$ cat src/logic/gps_defs.svh
`ifndef GPS_DEFS_SVH
`define GPS_DEFS_SVH

// Front-end sample and Doppler word widths.
`define SAMPLE_WIDTH       4
`define DOPPLER_WIDTH      16

// Carrier oscillator and its cosine/sine table.
`define CARRIER_ACC_WIDTH  24
`define LUT_INDEX_WIDTH    3
`define LUT_WIDTH          3
`define F_IF_INC           24'h2AAAAB

// Carrier-wiped product and correlation sum widths.
`define PRODUCT_WIDTH      7
`define ACC_WIDTH          20

// Code oscillator; 16'h4000 gives exactly four samples per chip.
`define CODE_ACC_WIDTH     16
`define CODE_INC           16'h4000
`define CODE_LENGTH        1023
`define CHIP_SHIFT_WIDTH   10
`define PRN_WIDTH          5

// Cycles a sample waits for its chip.
`define ALIGN_DELAY        1

`endif

$ cat src/logic/gps_pkg.sv
`include "gps_defs.svh"

package gps_pkg;

   // Front-end data and carrier control.
   typedef logic signed [`SAMPLE_WIDTH-1:0]  sample_t;
   typedef logic signed [`DOPPLER_WIDTH-1:0] doppler_t;

   // Oscillator phases.
   typedef logic [`CARRIER_ACC_WIDTH-1:0] carrier_phase_t;
   typedef logic [`CODE_ACC_WIDTH-1:0]    code_phase_t;

   // Carrier table.
   typedef logic [`LUT_INDEX_WIDTH-1:0]  lut_index_t;
   typedef logic signed [`LUT_WIDTH-1:0] lut_value_t;

   // Mixer and accumulator data.
   typedef logic signed [`PRODUCT_WIDTH-1:0] product_t;
   typedef logic signed [`ACC_WIDTH-1:0]     accum_t;

   // Code position and satellite select; PRN 32 is encoded as 0.
   typedef logic [`CHIP_SHIFT_WIDTH-1:0] chip_shift_t;
   typedef logic [`PRN_WIDTH-1:0]        prn_t;

   typedef enum logic {
      IDLE,
      SEEK
   } seek_state_t;

endpackage

$ cat src/logic/ca_code_gen.sv
`timescale 1ns/1ps
`include "gps_defs.svh"

module ca_code_gen
   import gps_pkg::*;
(
   input  logic        clk,
   input  logic        rst_i,
   input  logic        sample_valid_i,
   input  prn_t        prn_i,
   input  logic        seek_en_i,
   input  chip_shift_t seek_target_i,
   output logic        chip_valid_o,
   output logic        chip_o,
   output chip_shift_t code_shift_o,
   output logic        seeking_o
);

   logic [10:1] g1;
   logic [10:1] g2;
   logic [3:0]  tap_a;
   logic [3:0]  tap_b;
   logic        code_chip;
   code_phase_t code_phase;
   code_phase_t phase_next;
   logic        phase_carry;
   logic        chip_step;
   logic        code_wrap;
   logic        seek_done;
   chip_shift_t seek_target_q;
   prn_t        prn_q;
   seek_state_t state;

   // G2 phase selects per satellite.
   always_comb begin
      case (prn_i)
         5'd1:    {tap_a, tap_b} = {4'd2, 4'd6};
         5'd2:    {tap_a, tap_b} = {4'd3, 4'd7};
         5'd3:    {tap_a, tap_b} = {4'd4, 4'd8};
         5'd4:    {tap_a, tap_b} = {4'd5, 4'd9};
         5'd5:    {tap_a, tap_b} = {4'd1, 4'd9};
         5'd6:    {tap_a, tap_b} = {4'd2, 4'd10};
         5'd7:    {tap_a, tap_b} = {4'd1, 4'd8};
         5'd8:    {tap_a, tap_b} = {4'd2, 4'd9};
         5'd9:    {tap_a, tap_b} = {4'd3, 4'd10};
         5'd10:   {tap_a, tap_b} = {4'd2, 4'd3};
         5'd11:   {tap_a, tap_b} = {4'd3, 4'd4};
         5'd12:   {tap_a, tap_b} = {4'd5, 4'd6};
         5'd13:   {tap_a, tap_b} = {4'd6, 4'd7};
         5'd14:   {tap_a, tap_b} = {4'd7, 4'd8};
         5'd15:   {tap_a, tap_b} = {4'd8, 4'd9};
         5'd16:   {tap_a, tap_b} = {4'd9, 4'd10};
         5'd17:   {tap_a, tap_b} = {4'd1, 4'd4};
         5'd18:   {tap_a, tap_b} = {4'd2, 4'd5};
         5'd19:   {tap_a, tap_b} = {4'd3, 4'd6};
         5'd20:   {tap_a, tap_b} = {4'd4, 4'd7};
         5'd21:   {tap_a, tap_b} = {4'd5, 4'd8};
         5'd22:   {tap_a, tap_b} = {4'd6, 4'd9};
         5'd23:   {tap_a, tap_b} = {4'd1, 4'd3};
         5'd24:   {tap_a, tap_b} = {4'd4, 4'd6};
         5'd25:   {tap_a, tap_b} = {4'd5, 4'd7};
         5'd26:   {tap_a, tap_b} = {4'd6, 4'd8};
         5'd27:   {tap_a, tap_b} = {4'd7, 4'd9};
         5'd28:   {tap_a, tap_b} = {4'd8, 4'd10};
         5'd29:   {tap_a, tap_b} = {4'd1, 4'd6};
         5'd30:   {tap_a, tap_b} = {4'd2, 4'd7};
         5'd31:   {tap_a, tap_b} = {4'd3, 4'd8};
         default: {tap_a, tap_b} = {4'd4, 4'd9};
      endcase
   end

   assign code_chip = g1[10] ^ g2[tap_a] ^ g2[tap_b];

   // Carry out of the code oscillator marks the end of a chip.
   assign {phase_carry, phase_next} = {1'b0, code_phase} + {1'b0, `CODE_INC};

   // Seek steps only on cycles free of a strobe.
   assign chip_step = (sample_valid_i && phase_carry) ||
                      (state == SEEK && !sample_valid_i && code_shift_o != seek_target_q);
   assign code_wrap = code_shift_o == chip_shift_t'(`CODE_LENGTH - 1);
   assign seek_done = state == SEEK && code_shift_o == seek_target_q && !chip_step;
   assign seeking_o = state == SEEK;

   always_ff @(posedge clk) begin
      if (rst_i) begin
         g1           <= '1;
         g2           <= '1;
         code_shift_o <= '0;
         code_phase   <= '0;
         prn_q        <= prn_i;
      end else if (prn_i != prn_q) begin
         // New satellite restarts the code at chip 0.
         g1           <= '1;
         g2           <= '1;
         code_shift_o <= '0;
         code_phase   <= '0;
         prn_q        <= prn_i;
      end else begin
         if (sample_valid_i) begin
            code_phase <= phase_next;
         end
         if (chip_step && code_wrap) begin
            g1           <= '1;
            g2           <= '1;
            code_shift_o <= '0;
         end else if (chip_step) begin
            g1           <= {g1[9:1], g1[3] ^ g1[10]};
            g2           <= {g2[9:1], g2[2] ^ g2[3] ^ g2[6] ^ g2[8] ^ g2[9] ^ g2[10]};
            code_shift_o <= code_shift_o + 1'b1;
         end
      end
   end

   always_ff @(posedge clk) begin
      if (rst_i) begin
         state        <= IDLE;
         chip_valid_o <= 1'b0;
      end else begin
         chip_valid_o <= sample_valid_i;
         if (seek_en_i) begin
            state <= SEEK;
         end else if (seek_done) begin
            state <= IDLE;
         end
      end
   end

   // Chip for the current sample, taken before the code advances.
   always_ff @(posedge clk) begin
      if (sample_valid_i) begin
         chip_o <= code_chip;
      end
      if (seek_en_i) begin
         seek_target_q <= seek_target_i;
      end
   end

endmodule

$ cat src/logic/carrier_mixer.sv
`timescale 1ns/1ps
`include "gps_defs.svh"

module carrier_mixer
   import gps_pkg::*;
(
   input  logic     clk,
   input  logic     rst_i,
   input  logic     valid_i,
   input  sample_t  sample_i,
   input  logic     chip_i,
   input  doppler_t doppler_i,
   output logic     valid_o,
   output logic     chip_o,
   output product_t prod_i_o,
   output product_t prod_q_o
);

   localparam int DOPPLER_PAD = `CARRIER_ACC_WIDTH - `DOPPLER_WIDTH;

   carrier_phase_t phase;
   carrier_phase_t phase_inc;
   lut_index_t     lut_index;
   lut_value_t     cos_value;
   lut_value_t     sin_value;

   // IF plus the signed Doppler offset.
   assign phase_inc = `F_IF_INC + {{DOPPLER_PAD{doppler_i[`DOPPLER_WIDTH-1]}}, doppler_i};
   assign lut_index = phase[`CARRIER_ACC_WIDTH-1 -: `LUT_INDEX_WIDTH];

   // Eight-step cosine and sine.
   always_comb begin
      case (lut_index)
         3'd0:    {cos_value, sin_value} = {lut_value_t'(2), lut_value_t'(0)};
         3'd1:    {cos_value, sin_value} = {lut_value_t'(1), lut_value_t'(1)};
         3'd2:    {cos_value, sin_value} = {lut_value_t'(0), lut_value_t'(2)};
         3'd3:    {cos_value, sin_value} = {lut_value_t'(-1), lut_value_t'(1)};
         3'd4:    {cos_value, sin_value} = {lut_value_t'(-2), lut_value_t'(0)};
         3'd5:    {cos_value, sin_value} = {lut_value_t'(-1), lut_value_t'(-1)};
         3'd6:    {cos_value, sin_value} = {lut_value_t'(0), lut_value_t'(-2)};
         default: {cos_value, sin_value} = {lut_value_t'(1), lut_value_t'(-1)};
      endcase
   end

   // The table reads the phase from before this sample's update.
   always_ff @(posedge clk) begin
      if (rst_i) begin
         phase   <= '0;
         valid_o <= 1'b0;
      end else begin
         valid_o <= valid_i;
         if (valid_i) begin
            phase <= phase + phase_inc;
         end
      end
   end

   // Wiped products travel with their chip.
   always_ff @(posedge clk) begin
      if (valid_i) begin
         prod_i_o <= product_t'(sample_i) * product_t'(cos_value);
         prod_q_o <= product_t'(sample_i) * product_t'(sin_value);
         chip_o   <= chip_i;
      end
   end

endmodule

$ cat src/logic/code_accumulator.sv
`timescale 1ns/1ps
`include "gps_defs.svh"

module code_accumulator
   import gps_pkg::*;
(
   input  logic     clk,
   input  logic     rst_i,
   input  logic     valid_i,
   input  logic     chip_i,
   input  product_t prod_i_i,
   input  product_t prod_q_i,
   input  logic     clear_i,
   output logic     update_o,
   output accum_t   acc_i_o,
   output accum_t   acc_q_o
);

   accum_t term_i;
   accum_t term_q;

   // Chip 1 flips the sign, chip 0 passes.
   function automatic accum_t code_wipe(input logic chip, input product_t prod);
      accum_t ext;
      ext = accum_t'(prod);
      return chip ? -ext : ext;
   endfunction

   assign term_i = code_wipe(chip_i, prod_i_i);
   assign term_q = code_wipe(chip_i, prod_q_i);

   always_ff @(posedge clk) begin
      if (rst_i) begin
         acc_i_o  <= '0;
         acc_q_o  <= '0;
         update_o <= 1'b0;
      end else begin
         update_o <= valid_i;
         if (clear_i) begin
            // A product in the clear cycle starts the new sum.
            acc_i_o <= valid_i ? term_i : '0;
            acc_q_o <= valid_i ? term_q : '0;
         end else if (valid_i) begin
            acc_i_o <= acc_i_o + term_i;
            acc_q_o <= acc_q_o + term_q;
         end
      end
   end

endmodule

$ cat src/logic/sample_align.sv
`timescale 1ns/1ps
`include "gps_defs.svh"

module sample_align
   import gps_pkg::*;
(
   input  logic    clk,
   input  logic    rst_i,
   input  logic    sample_valid_i,
   input  sample_t sample_i,
   output logic    valid_o,
   output sample_t sample_o
);

   logic [`ALIGN_DELAY-1:0] valid_pipe;
   sample_t                 sample_pipe [`ALIGN_DELAY];

   // Strobe stages.
   always_ff @(posedge clk) begin
      if (rst_i) begin
         valid_pipe <= '0;
      end else begin
         valid_pipe[0] <= sample_valid_i;
         for (int i = 1; i < `ALIGN_DELAY; i++) begin
            valid_pipe[i] <= valid_pipe[i-1];
         end
      end
   end

   // Sample stages.
   always_ff @(posedge clk) begin
      sample_pipe[0] <= sample_i;
      for (int i = 1; i < `ALIGN_DELAY; i++) begin
         sample_pipe[i] <= sample_pipe[i-1];
      end
   end

   assign valid_o  = valid_pipe[`ALIGN_DELAY-1];
   assign sample_o = sample_pipe[`ALIGN_DELAY-1];

endmodule

$ cat src/logic/subchannel.sv
`timescale 1ns/1ps
`include "gps_defs.svh"

module subchannel
   import gps_pkg::*;
(
   input  logic        clk,
   input  logic        rst_i,
   input  logic        sample_valid_i,
   input  sample_t     sample_i,
   input  doppler_t    doppler_i,
   input  prn_t        prn_i,
   input  logic        seek_en_i,
   input  chip_shift_t seek_target_i,
   input  logic        acc_clear_i,
   output chip_shift_t code_shift_o,
   output logic        seeking_o,
   output logic        acc_update_o,
   output accum_t      acc_i_o,
   output accum_t      acc_q_o,
   output logic        chip_o
);

   logic     chip_valid;
   logic     aligned_valid;
   sample_t  aligned_sample;
   logic     mix_valid;
   logic     mix_chip;
   product_t prod_i;
   product_t prod_q;

   // Code generator.
   ca_code_gen u_ca_code_gen (
      .clk            (clk),
      .rst_i          (rst_i),
      .sample_valid_i (sample_valid_i),
      .prn_i          (prn_i),
      .seek_en_i      (seek_en_i),
      .seek_target_i  (seek_target_i),
      .chip_valid_o   (chip_valid),
      .chip_o         (chip_o),
      .code_shift_o   (code_shift_o),
      .seeking_o      (seeking_o)
   );

   // Sample waits one cycle for its chip.
   sample_align u_sample_align (
      .clk            (clk),
      .rst_i          (rst_i),
      .sample_valid_i (sample_valid_i),
      .sample_i       (sample_i),
      .valid_o        (aligned_valid),
      .sample_o       (aligned_sample)
   );

   carrier_mixer u_carrier_mixer (
      .clk       (clk),
      .rst_i     (rst_i),
      .valid_i   (aligned_valid & chip_valid),
      .sample_i  (aligned_sample),
      .chip_i    (chip_o),
      .doppler_i (doppler_i),
      .valid_o   (mix_valid),
      .chip_o    (mix_chip),
      .prod_i_o  (prod_i),
      .prod_q_o  (prod_q)
   );

   code_accumulator u_code_accumulator (
      .clk      (clk),
      .rst_i    (rst_i),
      .valid_i  (mix_valid),
      .chip_i   (mix_chip),
      .prod_i_i (prod_i),
      .prod_q_i (prod_q),
      .clear_i  (acc_clear_i),
      .update_o (acc_update_o),
      .acc_i_o  (acc_i_o),
      .acc_q_o  (acc_q_o)
   );

endmodule

$ cat config.mk
export PLATFORM = sky130hd
export DESIGN_NAME = subchannel
export DESIGN_NICKNAME = d
export VERILOG_FILES = /design/src/logic/gps_pkg.sv /design/src/logic/ca_code_gen.sv /design/src/logic/carrier_mixer.sv /design/src/logic/code_accumulator.sv /design/src/logic/sample_align.sv /design/src/logic/subchannel.sv
export VERILOG_INCLUDE_DIRS = /design/src /design/src/logic
export SDC_FILE = /design/constraint.sdc
export NUM_CORES = 1
export LEC_CHECK = 0
export ABC_AREA = 1
export ABC_CLOCK_PERIOD_IN_PS = 4080
export BUFFER_PORTS_ARGS = -buffer_cell sky130_fd_sc_hd__buf_2
export CAP_MARGIN = 20
export CORE_MARGIN = 5
export CORE_UTILIZATION = 45
export DETAILED_ROUTE_END_ITERATION = 16
export PLACE_DENSITY = 0.7
export SYNTH_ARGS = -nofsm -noshare
export SYNTH_HDL_FRONTEND = slang
export SYNTH_HIERARCHICAL = 1
export SYNTH_SLANG_ARGS = --single-unit
$ cat constraint.sdc
create_clock -name clk -period 4.08 [get_ports clk]
set_input_delay 0.408 -clock clk [delete_from_list [all_inputs] [get_ports clk]]
set_output_delay 0.408 -clock clk [all_outputs]
set_load 0.03 [all_outputs]
Word level (Yosys, flattened, before mapping)
Memories as Yosys holds them, arrays and structs flattened.
Cells that the tools add are included.
Widths: inputs -> output; s select.
{ "totals": {"mem_bits_rw": 4, "out_inout_bits": 53, "mem_count": 2, "wordCells": 86, "register_bits": 145, "in_bits": 40, "rom_bits": 256} }
{ "classes": {"eq_ne": 10, "mul": 2, "reduce_logical": 19, "n_mux": 18, "order_cmp": 2, "n_addsub": 8, "n_bitwise": 8} }
{ "mem_list": {"columns": ["name", "depth", "width", "rd", "rd_clocked_by_memory_dff", "write_ports", "line", "source"], "rows": [
  ["(name not given)", 32, 8, 1, 0, 0, "ca_code_gen.sv:36", "case (prn_i)"],
  ["u_sample_align.sample_pipe", 1, 4, 1, 0, 1, "sample_align.sv:16", "sample_t sample_pipe [`ALIGN_DELAY];"]
]} }
{ "op_table": {"columns": ["cell", "count"], "rows": [
  ["$mux 20", 8],
  ["$add 20x20->20", 2],
  ["$neg 7->20", 2],
  ["$add 23x16->24 const A", 1],
  ["$add 24x24->24", 1],
  ["$pmux 3 s4", 2],
  ["$add 16x15->17 const B", 1],
  ["$mul 4x3->7", 2],
  ["$add 10x1->10 const B", 1],
  ["$eq 10x10->1", 1],
  ["$eq 10x10->1 const B", 1],
  ["$lt 4x5->1 const B", 2],
  ["$mux 5", 2],
  ["$ne 10x10->1", 1],
  ["$reduce_or 2->1", 5],
  ["$eq 3x3->1 const B", 3],
  ["$bmux 1 s4", 2],
  ["$xor 1x1->1", 8],
  ["$eq 3x2->1 const B", 2],
  ["$logic_and 1x1->1", 6],
  ["$reduce_bool 2->1", 3],
  ["$ne 5x5->1", 1],
  ["$mux 1", 4],
  ["$eq 3x1->1 const B", 1],
  ["4 further kinds", 5]
]} }

Depth between registers and ports, before layout
Gate-level depths: netlist (run 1).
{ "depth": {"ltp_word": 8, "depth_mapped": 21, "depth_no_buf": 21} }

Cells and area by module
The synthesis (run 1) kept the hierarchy.
{ "by_module_without_submodules": {"columns": ["mod", "n_inst", "seq_area_each_um2", "cells_per_inst", "area_each_um2"], "rows": [
  ["code_accumulator", 1, 820.8, 812, 4732.0],
  ["carrier_mixer", 1, 950.9, 608, 4110.2],
  ["ca_code_gen", 1, 1161.1, 384, 2872.8],
  ["sample_align", 1, 100.1, 7, 110.1],
  ["subchannel", 1, 0.0, 2, 7.5]
]} }

Worst setup path after synthesis (run 1)
Ideal clock, no wire load.
{ "synth_timing": {"path_kind": "register -> register", "startpoint": "reg u_carrier_mixer.phase[21]", "endpoint": "reg u_carrier_mixer.prod_i_o[5] (data pin)", "arrival_time_ns": 2.715, "path_stages_with_launch": 13, "setup_time_ns": 0.258, "required_time_ns": 3.822, "slack_ns": 1.107, "period_less_slack_ns": 2.973, "n_path_buf": 1, "path_cell_list": "dfxtp_1 clkbuf_2 inv_1 nor3_1 a21oi_1 o21ai_2 nand2_1 inv_1 fa_1 fa_1 ha_1 fa_1 xor2_1"} }
{ "synth_via": {"elab_chain_len": 4, "word_cells_on_any_way": 10, "classes_between": "mul (1); eq/ne (5); mux (1); reduce/logical (3)"} }
{ "synth_rtl": {"columns": ["item", "line", "source"], "rows": [
  ["start: declaration", "carrier_mixer.sv:21", "carrier_phase_t phase;"],
  ["start signal: assignment", "carrier_mixer.sv:53", "phase <= phase + phase_inc;"],
  ["$eq 3x2->1 or $eq 3x3->1 (tied branches)", "carrier_mixer.sv:33", "case (lut_index)"],
  ["$reduce_or 2->1 (no line)", null, null],
  ["$pmux 3 s4 (*)", "carrier_mixer.sv:33", null],
  ["$mul 4x3->7 (*)", "carrier_mixer.sv:61", "prod_i_o <= product_t'(sample_i) * product_t'(cos_value);"],
  ["end signal: assignment", "carrier_mixer.sv:61", null],
  ["end: declaration", "carrier_mixer.sv:15", "output product_t prod_i_o,"]
]} }
Every way passes the cells marked *; elsewhere a longest branch is shown, timed or not.
A chain may end at the register's enable or synchronous reset.

Worst setup path in the final report (run 1)
{ "layout_timing": {"startpoint": "reg u_carrier_mixer.prod_i_o[0]", "endpoint": "reg u_code_accumulator.acc_i_o[15]"} }
{ "layout_via": {"elab_chain_len": 5, "word_cells_on_any_way": 6, "classes_between": "add/sub (2); mux (4)"} }
{ "layout_rtl": {"columns": ["item", "line", "source"], "rows": [
  ["$neg 7->20", "code_accumulator.sv:26", "return chip ? -ext : ext;"],
  ["$mux 20 (*)", "code_accumulator.sv:26", null],
  ["$add 20x20->20", "code_accumulator.sv:44", "acc_i_o <= acc_i_o + term_i;"],
  ["$mux 20", "code_accumulator.sv:43", "end else if (valid_i) begin"],
  ["$mux 20 (*)", "code_accumulator.sv:39", "if (clear_i) begin"],
  ["end signal: assignment", "code_accumulator.sv:41", "acc_i_o <= valid_i ? term_i : '0;"],
  ["end signal: assignment", "code_accumulator.sv:44", null],
  ["end: declaration", "code_accumulator.sv:15", "output accum_t acc_i_o,"]
]} }
Every way passes the cells marked *; elsewhere a longest branch is shown, timed or not. The select of a mux whose other input is x is not followed.

==> qor.yml, run 1 <==
timing:
  hold_violations: 0
  fin_setup_tns_ps: 0
  worst_slew_pin_slew_ps: 975
  min_period_over_period_pct: 78.6
  min_period_ps: 3210
  setup_viol: 0
  relSlewSlack_pct: 34.9
  finClkSkew_ps: 19.6
  fmax_ghz: 0.312
  rsz0062_at_grt: "false"
  drv_slew: 0
clock_network:
  path_clk_slew_ps: 60
  htreeDepth: 4
  clock_path_buffers: 2
  ctsResizeCount: 0
  cts.sinks: 136
  root_buffer: "clkbuf_16"
  cts_tree: "done"
  post_cts_buffers: 0
  cts_hold_buf: 0
  clock_latency_ps: 430
  numCtsBuffers: 17
routing:
  num_vias: 11363
  routed_wirelength_um: 29500
  drc: 0
  wl_per_cell_um: 13.1
  drt_first_iter_violations: 775
  ant_nets: 0
  vias_per_cell: 5.06
  drt_first_pass_iters: 6
synth:
  synth_compound_area_share_pct: 10.9
  yosys_register_bits: 136
  synth_area_um2: 11800
  ys_types: 52
  synth_top_family_by_area: "simple AND/OR/NAND/NOR gates"
  synth-async-reset-ratio_pct: 0
  muxShareOfSynthArea_pct: 0
  yosysSeqAreaShare_pct: 25.6
  synth_xor_xnor_area_share_pct: 3.40
  synth-simple-area-share_pct: 32.5
  synth-edff-count: 31
  ys.warnings.count: 6
  synth_nets: 1988
  netlist_instances: 1813
  synth_fa_ha_area_share_pct: 15.2
  avgSynthCellArea_um2: 6.53
  ys.flop_type: "dfxtp_1"
global_routing:
  grt_max_degree: 56
  gr-usage-met3_pct: 4.05
  grt_pass1_vias: 10586
  grt_pass1_wl_um: 49000
  top_usage_layer: "met2"
  gr-total-overflow: 0
  antenna_found_initial: 4
  grtUsageMet1_pct: 26.1
  grtUsageMet2_pct: 33.6
  grt_usage_pct: 20.0
worst_hold_path:
  hold_path_class: "primary input to flop"
  hold_end: "u_sample_align/sample_pipe[0][0]$_DFF_P_"
  min_from: "sample_i[0]"
  worstHoldPathCells: 1
layout:
  area_delta_synth_final_pct: 11.3
  multi_input_area_um2: 7350
  drive_gt1_share_pct: 10.9
  fillers: 2641
  final_common_cell: "nand2_1"
  stdcell_area_um2: 13200
  layout.cells.non_filler: 2244
  nets: 2071
  most-common-layout-cells: "nand2_1 (529), inv_1 (317), nand3_1 (155), nor2_1 (128), ha_1 (121)"
  seq_area_um2: 3030
  n_antenna_cell: 0
place:
  port_buffers: 92
  dpl.hpwl_um: 22600
  dpl_cell_area_um2: 12600
  place_inst: 2212
  place.gp.congestion: 0.971
setup_path:
  cp_cell_sequence: "inv_1 -> ha_1 -> nand3_1 -> nand3b_1 -> nor2_1 -> inv_1 -> ha_1 -> a21oi_1 -> ha_1 -> nand2_1 -> nand2_1 -> a21oi_2 -> nor2_1 -> nor2_1 -> nand2_1 -> nand2_1 -> nand3_1 -> a21oi_1"
  timing.rr.end: "u_code_accumulator/acc_i_o[15]$_SDFFE_PP0P_"
  setup.worst_path.start_class: "flop"
  cpLargestDelayFamily: "simple AND/OR/NAND/NOR gates"
  cp_max_fo: 4
  critical_path_required_ps: 4420
  slowest_delay_ps: 380
  r2r_start: "u_carrier_mixer/prod_i_o[0]$_DFFE_PP_"
  path_buf_inv: 2
  cpMostUsedCell: "nand2_1"
  critPathCaptureType: "flop"
  arrival_ps: 3550
  r2r_cells: 18
  ff2ff_setup_slack_ps: 870
  crit_slowest_cell: "edfxtp_1"
  worstSetupPathType: "flop to flop"
pwr:
  power.density_nw_per_um2: 284
  ir_drop_mv: 0.263
  p_leak_uw: 0.00716
  p_total_uw: 3740
floorplanning:
  initial_utilization_pct: 45.5
  die_area_um2: 29600
  io_pins: 93
  die_h_um: 172
  die_x_um: 172
  rows: 59
  core_area_um2: 26000
outcome:
  status: "finished clean"
flow_run:
  drv_cap: 0
-- per-layer routing --
layer  vias up  routed length, µm
met4         8                538
met1      5094              13400
met3        50               1630
met5         -                 47
li1       5912                  -
met2       299              13800
-- synthesized netlist by cell type, types with 2 or more instances --
| cell | n | area share [%] |
|---|---|---|
| a21o_1 | 2 | 0.13 |
| a21oi_1 | 116 | 4.9 |
| a21oi_2 | 5 | 0.37 |
| a221oi_1 | 2 | 0.15 |
| a22o_1 | 3 | 0.22 |
| a22oi_1 | 3 | 0.19 |
| a31oi_1 | 9 | 0.48 |
| and2_1 | 2 | 0.11 |
| buf_2 | 10 | 0.42 |
| buf_4 | 6 | 0.38 |
| buf_6 | 3 | 0.29 |
| clkbuf_1 | 11 | 0.35 |
| clkinv_1 | 3 | 0.095 |
| clkinv_2 | 2 | 0.085 |
| dfxtp_1 | 105 | 18 |
| edfxtp_1 | 31 | 7.9 |
| fa_1 | 14 | 2.4 |
| ha_1 | 121 | 13 |
| inv_1 | 317 | 10 |
| inv_2 | 18 | 0.57 |
| nand2_1 | 529 | 17 |
| nand2_2 | 17 | 0.90 |
| nand3_1 | 155 | 6.6 |
| nand3_2 | 10 | 0.85 |
| nand3b_1 | 10 | 0.63 |
| nand4_1 | 10 | 0.53 |
| nor2_1 | 128 | 4.1 |
| nor2_2 | 12 | 0.63 |
| nor2_4 | 4 | 0.38 |
| nor3_1 | 9 | 0.38 |
| nor4_1 | 2 | 0.11 |
| o211ai_1 | 14 | 0.89 |
| o21ai_0 | 40 | 1.7 |
| o21ai_1 | 18 | 0.76 |
| o21ai_2 | 3 | 0.22 |
| o21ai_4 | 2 | 0.27 |
| o21bai_1 | 3 | 0.19 |
| or2_1 | 4 | 0.21 |
| or2_2 | 3 | 0.16 |
| xnor2_1 | 18 | 1.3 |
| xor2_1 | 28 | 2.1 |
-- how the worst max path moves through the flow --
stage | end | start | slack, ps | cells after the start
finish | u_code_accumulator/acc_i_o[15]$_SDFFE_PP0P_ | u_carrier_mixer/prod_i_o[0]$_DFFE_PP_ | 870 | 18
global route | u_code_accumulator/acc_i_o[13]$_SDFFE_PP0P_ | u_carrier_mixer/prod_i_o[0]$_DFFE_PP_ | 570 | 18
CTS | u_code_accumulator/acc_q_o[9]$_SDFFE_PP0P_ | u_carrier_mixer/prod_q_o[0]$_DFFE_PP_ | 910 | 17
detailed placement | u_code_accumulator/acc_q_o[9]$_SDFFE_PP0P_ | u_carrier_mixer/prod_q_o[0]$_DFFE_PP_ | 920 | 17
global placement | u_code_accumulator/acc_i_o[13]$_SDFFE_PP0P_ | u_carrier_mixer/prod_i_o[0]$_DFFE_PP_ | 1010 | 18
floorplan | u_carrier_mixer/prod_i_o[5]$_DFFE_PP_ | u_carrier_mixer/phase[21]$_SDFFE_PP0P_ | 1110 | 12
-- logic make-up after synthesis --
| kind of cell | count (synthesis) |
|---|---|
| DFF | 136 |
| buffers and inverters | 372 |
| AOI/OAI and AO/OA | 225 |
| and+or+nand+nor | 899 |
| adders and majority gates | 135 |
| xor gates and xnor gates | 46 |
-- area by class of cell --
cell class	count	area share, %
Clock buffer	17	3.23
Clock inverter	15	1.31
Tap cell	335	3.18
Inverter	340	9.71
Timing Repair Buffer	96	3.73
Sequential cell	136	23.0
Multi-Input combinational cell	1305	55.8
-- report_power, final --
group | internal [µW] | total, µW | switching, µW
clock | 962 | 1600 | 641
sequential | 1420 | 1440 | 23.3
combinational | 243 | 699 | 457
total | 2620 | 3740 | 1120
-- sequential cells by signal (all words and copies together) (netlist names) --
name and count:
u_ca_code_gen/seek_target_q 10, u_ca_code_gen/chip_valid_o 1, u_ca_code_gen/chip_o 1, u_sample_align/sample_pipe 4, u_code_accumulator/acc_i_o 20, u_ca_code_gen/code_shift_o 10, u_ca_code_gen/seeking_o 1, u_carrier_mixer/prod_i_o 7
u_ca_code_gen/g2 10, u_ca_code_gen/code_phase 2, u_code_accumulator/acc_q_o 20, u_sample_align/valid_o 1, u_ca_code_gen/g1 10, u_code_accumulator/update_o 1, u_carrier_mixer/prod_q_o 7, u_carrier_mixer/valid_o 1
u_carrier_mixer/chip_o 1, u_carrier_mixer/phase 24, u_ca_code_gen/prn_q 5
-- through the flow --
step	worst slack (ps)	hold slack, ps	utilization (%)
CTS	907	70.5	50.7
global route	570	70.4	50.7
finish	872	91.7	50.7
floorplan	1110	436	-
detailed placement	915	458	48.4
global placement	1010	450	48.4
(Power assumes the default switching activity.)
==> inputs of run 2 (changes only) <==
--- a/config.mk
+++ b/config.mk
@@ -7,7 +7,7 @@
 export NUM_CORES = 1
 export LEC_CHECK = 0
 export ABC_AREA = 1
-export ABC_CLOCK_PERIOD_IN_PS = 4080
+export ABC_CLOCK_PERIOD_IN_PS = 3200
 export BUFFER_PORTS_ARGS = -buffer_cell sky130_fd_sc_hd__buf_2
 export CAP_MARGIN = 20
 export CORE_MARGIN = 5
==> constraint.sdc (replaced) <==
create_clock -name clk -period 3.2 [get_ports clk]
set_input_delay 0.32 -clock clk [delete_from_list [all_inputs] [get_ports clk]]
set_output_delay 0.32 -clock clk [all_outputs]
set_load 0.03 [all_outputs]
==> qor.yml, run 2 (synthesis gave the netlist of run 1 again) <==
outcome:
  status: "finished clean"
place:
  pre_cts_ws_ps: 28.8  # -886 ps
  place_inst: 2222  # +0.45%
  place.gp.congestion: 0.922  # -5.1%
  dpl.hpwl_um: 23200  # +2.9%
  port_buffers: 92  # unchanged
global_routing:
  grt_pass1_vias: 10640  # +0.51%
  grt_usage_pct: 20.3  # +0.36 points
  grt_max_degree: 40  # -29%
  antenna_found_initial: 0  # -4
  gr-total-overflow: 0  # unchanged
  grt_pass1_wl_um: 49900  # +1.9%
setup_path:
  worstSetupPathType: "flop to flop"
  cp_max_fo: 5  # +1
  cp_cell_sequence: "inv_2 -> ha_1 -> nand3_1 -> nand3b_1 -> nor2_2 -> inv_1 -> ha_1 -> a21oi_4 -> buf_4 -> ha_4 -> nand2_2 -> inv_1 -> nand2_1 -> nand2_1 -> a21oi_2 -> nand3_1 -> nand2_1 -> nand3_1 -> a21oi_1"
  slowest_delay_ps: 410  # +30 ps
  critPathCaptureType: "flop"
  crit_slowest_cell: "edfxtp_1"
  critical_path_required_ps: 3550  # -870 ps
  r2r_cells: 19  # +1
  setup.worst_path.start_class: "flop"
  arrival_ps: 3340  # -210 ps
pwr:
  p_leak_uw: 0.00725  # +1.3%
  power.density_nw_per_um2: 358  # +26%
  ir_drop_mv: 0.345  # +31%
clock_network:
  cts_tree: "done"
  clock_path_buffers: 2  # unchanged
  clock_latency_ps: 430  # about the same
  htreeDepth: 4  # unchanged
  cts.sinks: 136  # unchanged
  path_clk_slew_ps: 60  # about the same
  numCtsBuffers: 17  # unchanged
  root_buffer: "clkbuf_16"
layout:
  fin_util_pct: 51.6  # +0.91 points
  largest_reg_flops: 24  # unchanged
  n_antenna_cell: 0  # unchanged
  final_common_cell: "nand2_1"
  largestRegisters: "u_carrier_mixer/phase x24, u_code_accumulator/acc_i_o x20, u_code_accumulator/acc_q_o x20"
  area_delta_synth_final_pct: 13.3
  nets: 2086  # +0.72%
  top_register: "u_carrier_mixer/phase"
  most-common-layout-cells: "nand2_1 (528), inv_1 (316), nand3_1 (152), nor2_1 (120), ha_1 (118)"
  layout.cells.non_filler: 2259  # +0.67%
  drive_gt1_share_pct: 12.5  # +1.6 points
  fillers: 2631  # -0.38%
floorplanning:
  rows: 59  # unchanged
  initial_utilization_pct: 45.5  # unchanged
  die_area_um2: 29600  # unchanged
  die_x_um: 172  # unchanged
  io_pins: 93  # unchanged
  core_area_um2: 26000  # unchanged
  die_h_um: 172  # unchanged
timing:
  relSlewSlack_pct: 51.3  # +16 points
  hold_violations: 0  # unchanged
  drv_slew: 0  # unchanged
  setup_ws_ps: 215  # -657 ps
  rsz0062_at_grt: "false"
  worst_slew_pin_slew_ps: 730  # -245 ps
  hold_slack_ps: 68.7  # -22.9 ps
  finClkSkew_ps: 12.1  # -7.46 ps
  min_period_ps: 2990  # -223 ps
  setup_viol: 0  # unchanged
  fmax_ghz: 0.335  # +7.5%
  fin_setup_tns_ps: 0  # unchanged
  min_period_over_period_pct: 93.3  # +15 points
routing:
  drc: 0  # unchanged
  drt_first_pass_iters: 5  # -1
  routed_wirelength_um: 30100  # +2.2%
  num_vias: 11461  # +0.86%
  drt_first_iter_violations: 809  # +4.4%
  wl_per_cell_um: 13.3  # +1.5%
  vias_per_cell: 5.07  # +0.19%
  ant_nets: 0  # unchanged
flow_run:
  drv_cap: 0  # unchanged
worst_hold_path:
  hold_path_class: "primary input to flop"
  worstHoldPathCells: 1  # unchanged
==> run 2: critical path, delay by kind of cell (launching register included) <==
kind                     cells  cell delay (ps)
AO/OA/AOI/OAI                3              540
adder cells (fa/ha/maj)      3              690
buffers and inverters        4              370
flip-flops                   1              410
AND/OR/NAND/NOR              9              910
==> run 2: timing repair <==
item	in CTS	in global routing
hold endpoints to repair	4	0
setup endpoints to repair	0	17
hold buffers	4	0
resized for setup	0	25
buffers inserted	0	1
==> run 2: final cells by class <==
cell class	count	area, µm²	share of cell area (%)
repair buffers	111	613	4.57
inverters	340	1280	9.54
flip-flops and latches	136	3030	22.6
multi-input cells	1305	7460	55.6
well taps	335	419	3.13
clock inverters	14	173	1.29
clock buffers	18	429	3.20
==> run 2: routing by layer <==
| metal | share of wire, % | wire [µm] | global-route usage [%] |
|---|---|---|---|
| met5 | 0 | 0 | 0 |
| met4 | 1.6 | 484 | 4.82 |
| met2 | 48 | 14300 | 34.9 |
| met3 | 4.5 | 1360 | 3.61 |
| met1 | 46 | 13900 | 26.7 |
==> run 2: power by group <==
| group | internal [µW] | switching (µW) |
|---|---|---|
| registers | 1810 | 28.7 |
| logic | 320 | 590 |
| clock network | 1230 | 817 |
| total | 3360 | 1440 |
==> run 2: stage by stage <==
stage	power, µW	cell area [µm²]
after floorplan	2550	11800
after global placement	2740	12600
after detailed placement	2760	12600
after CTS	4840	13300
after global routing	5050	13400
final	4790	13400
==> run 2: final timing paths <==
check / start / to / slack [ps]
worst max register to register: u_carrier_mixer/prod_i_o[0]$_DFFE_PP_ / u_code_accumulator/acc_i_o[17]$_SDFFE_PP0P_ / 210
worst min-delay path: seek_target_i[1] / u_ca_code_gen/seek_target_q[1]$_DFFE_PP_ / 70
worst min register to register: u_ca_code_gen/chip_o$_DFFE_PP_ / u_carrier_mixer/chip_o$_DFFE_PP_ / 470
worst max-delay path: u_carrier_mixer/prod_i_o[0]$_DFFE_PP_ / u_code_accumulator/acc_i_o[17]$_SDFFE_PP0P_ / 210
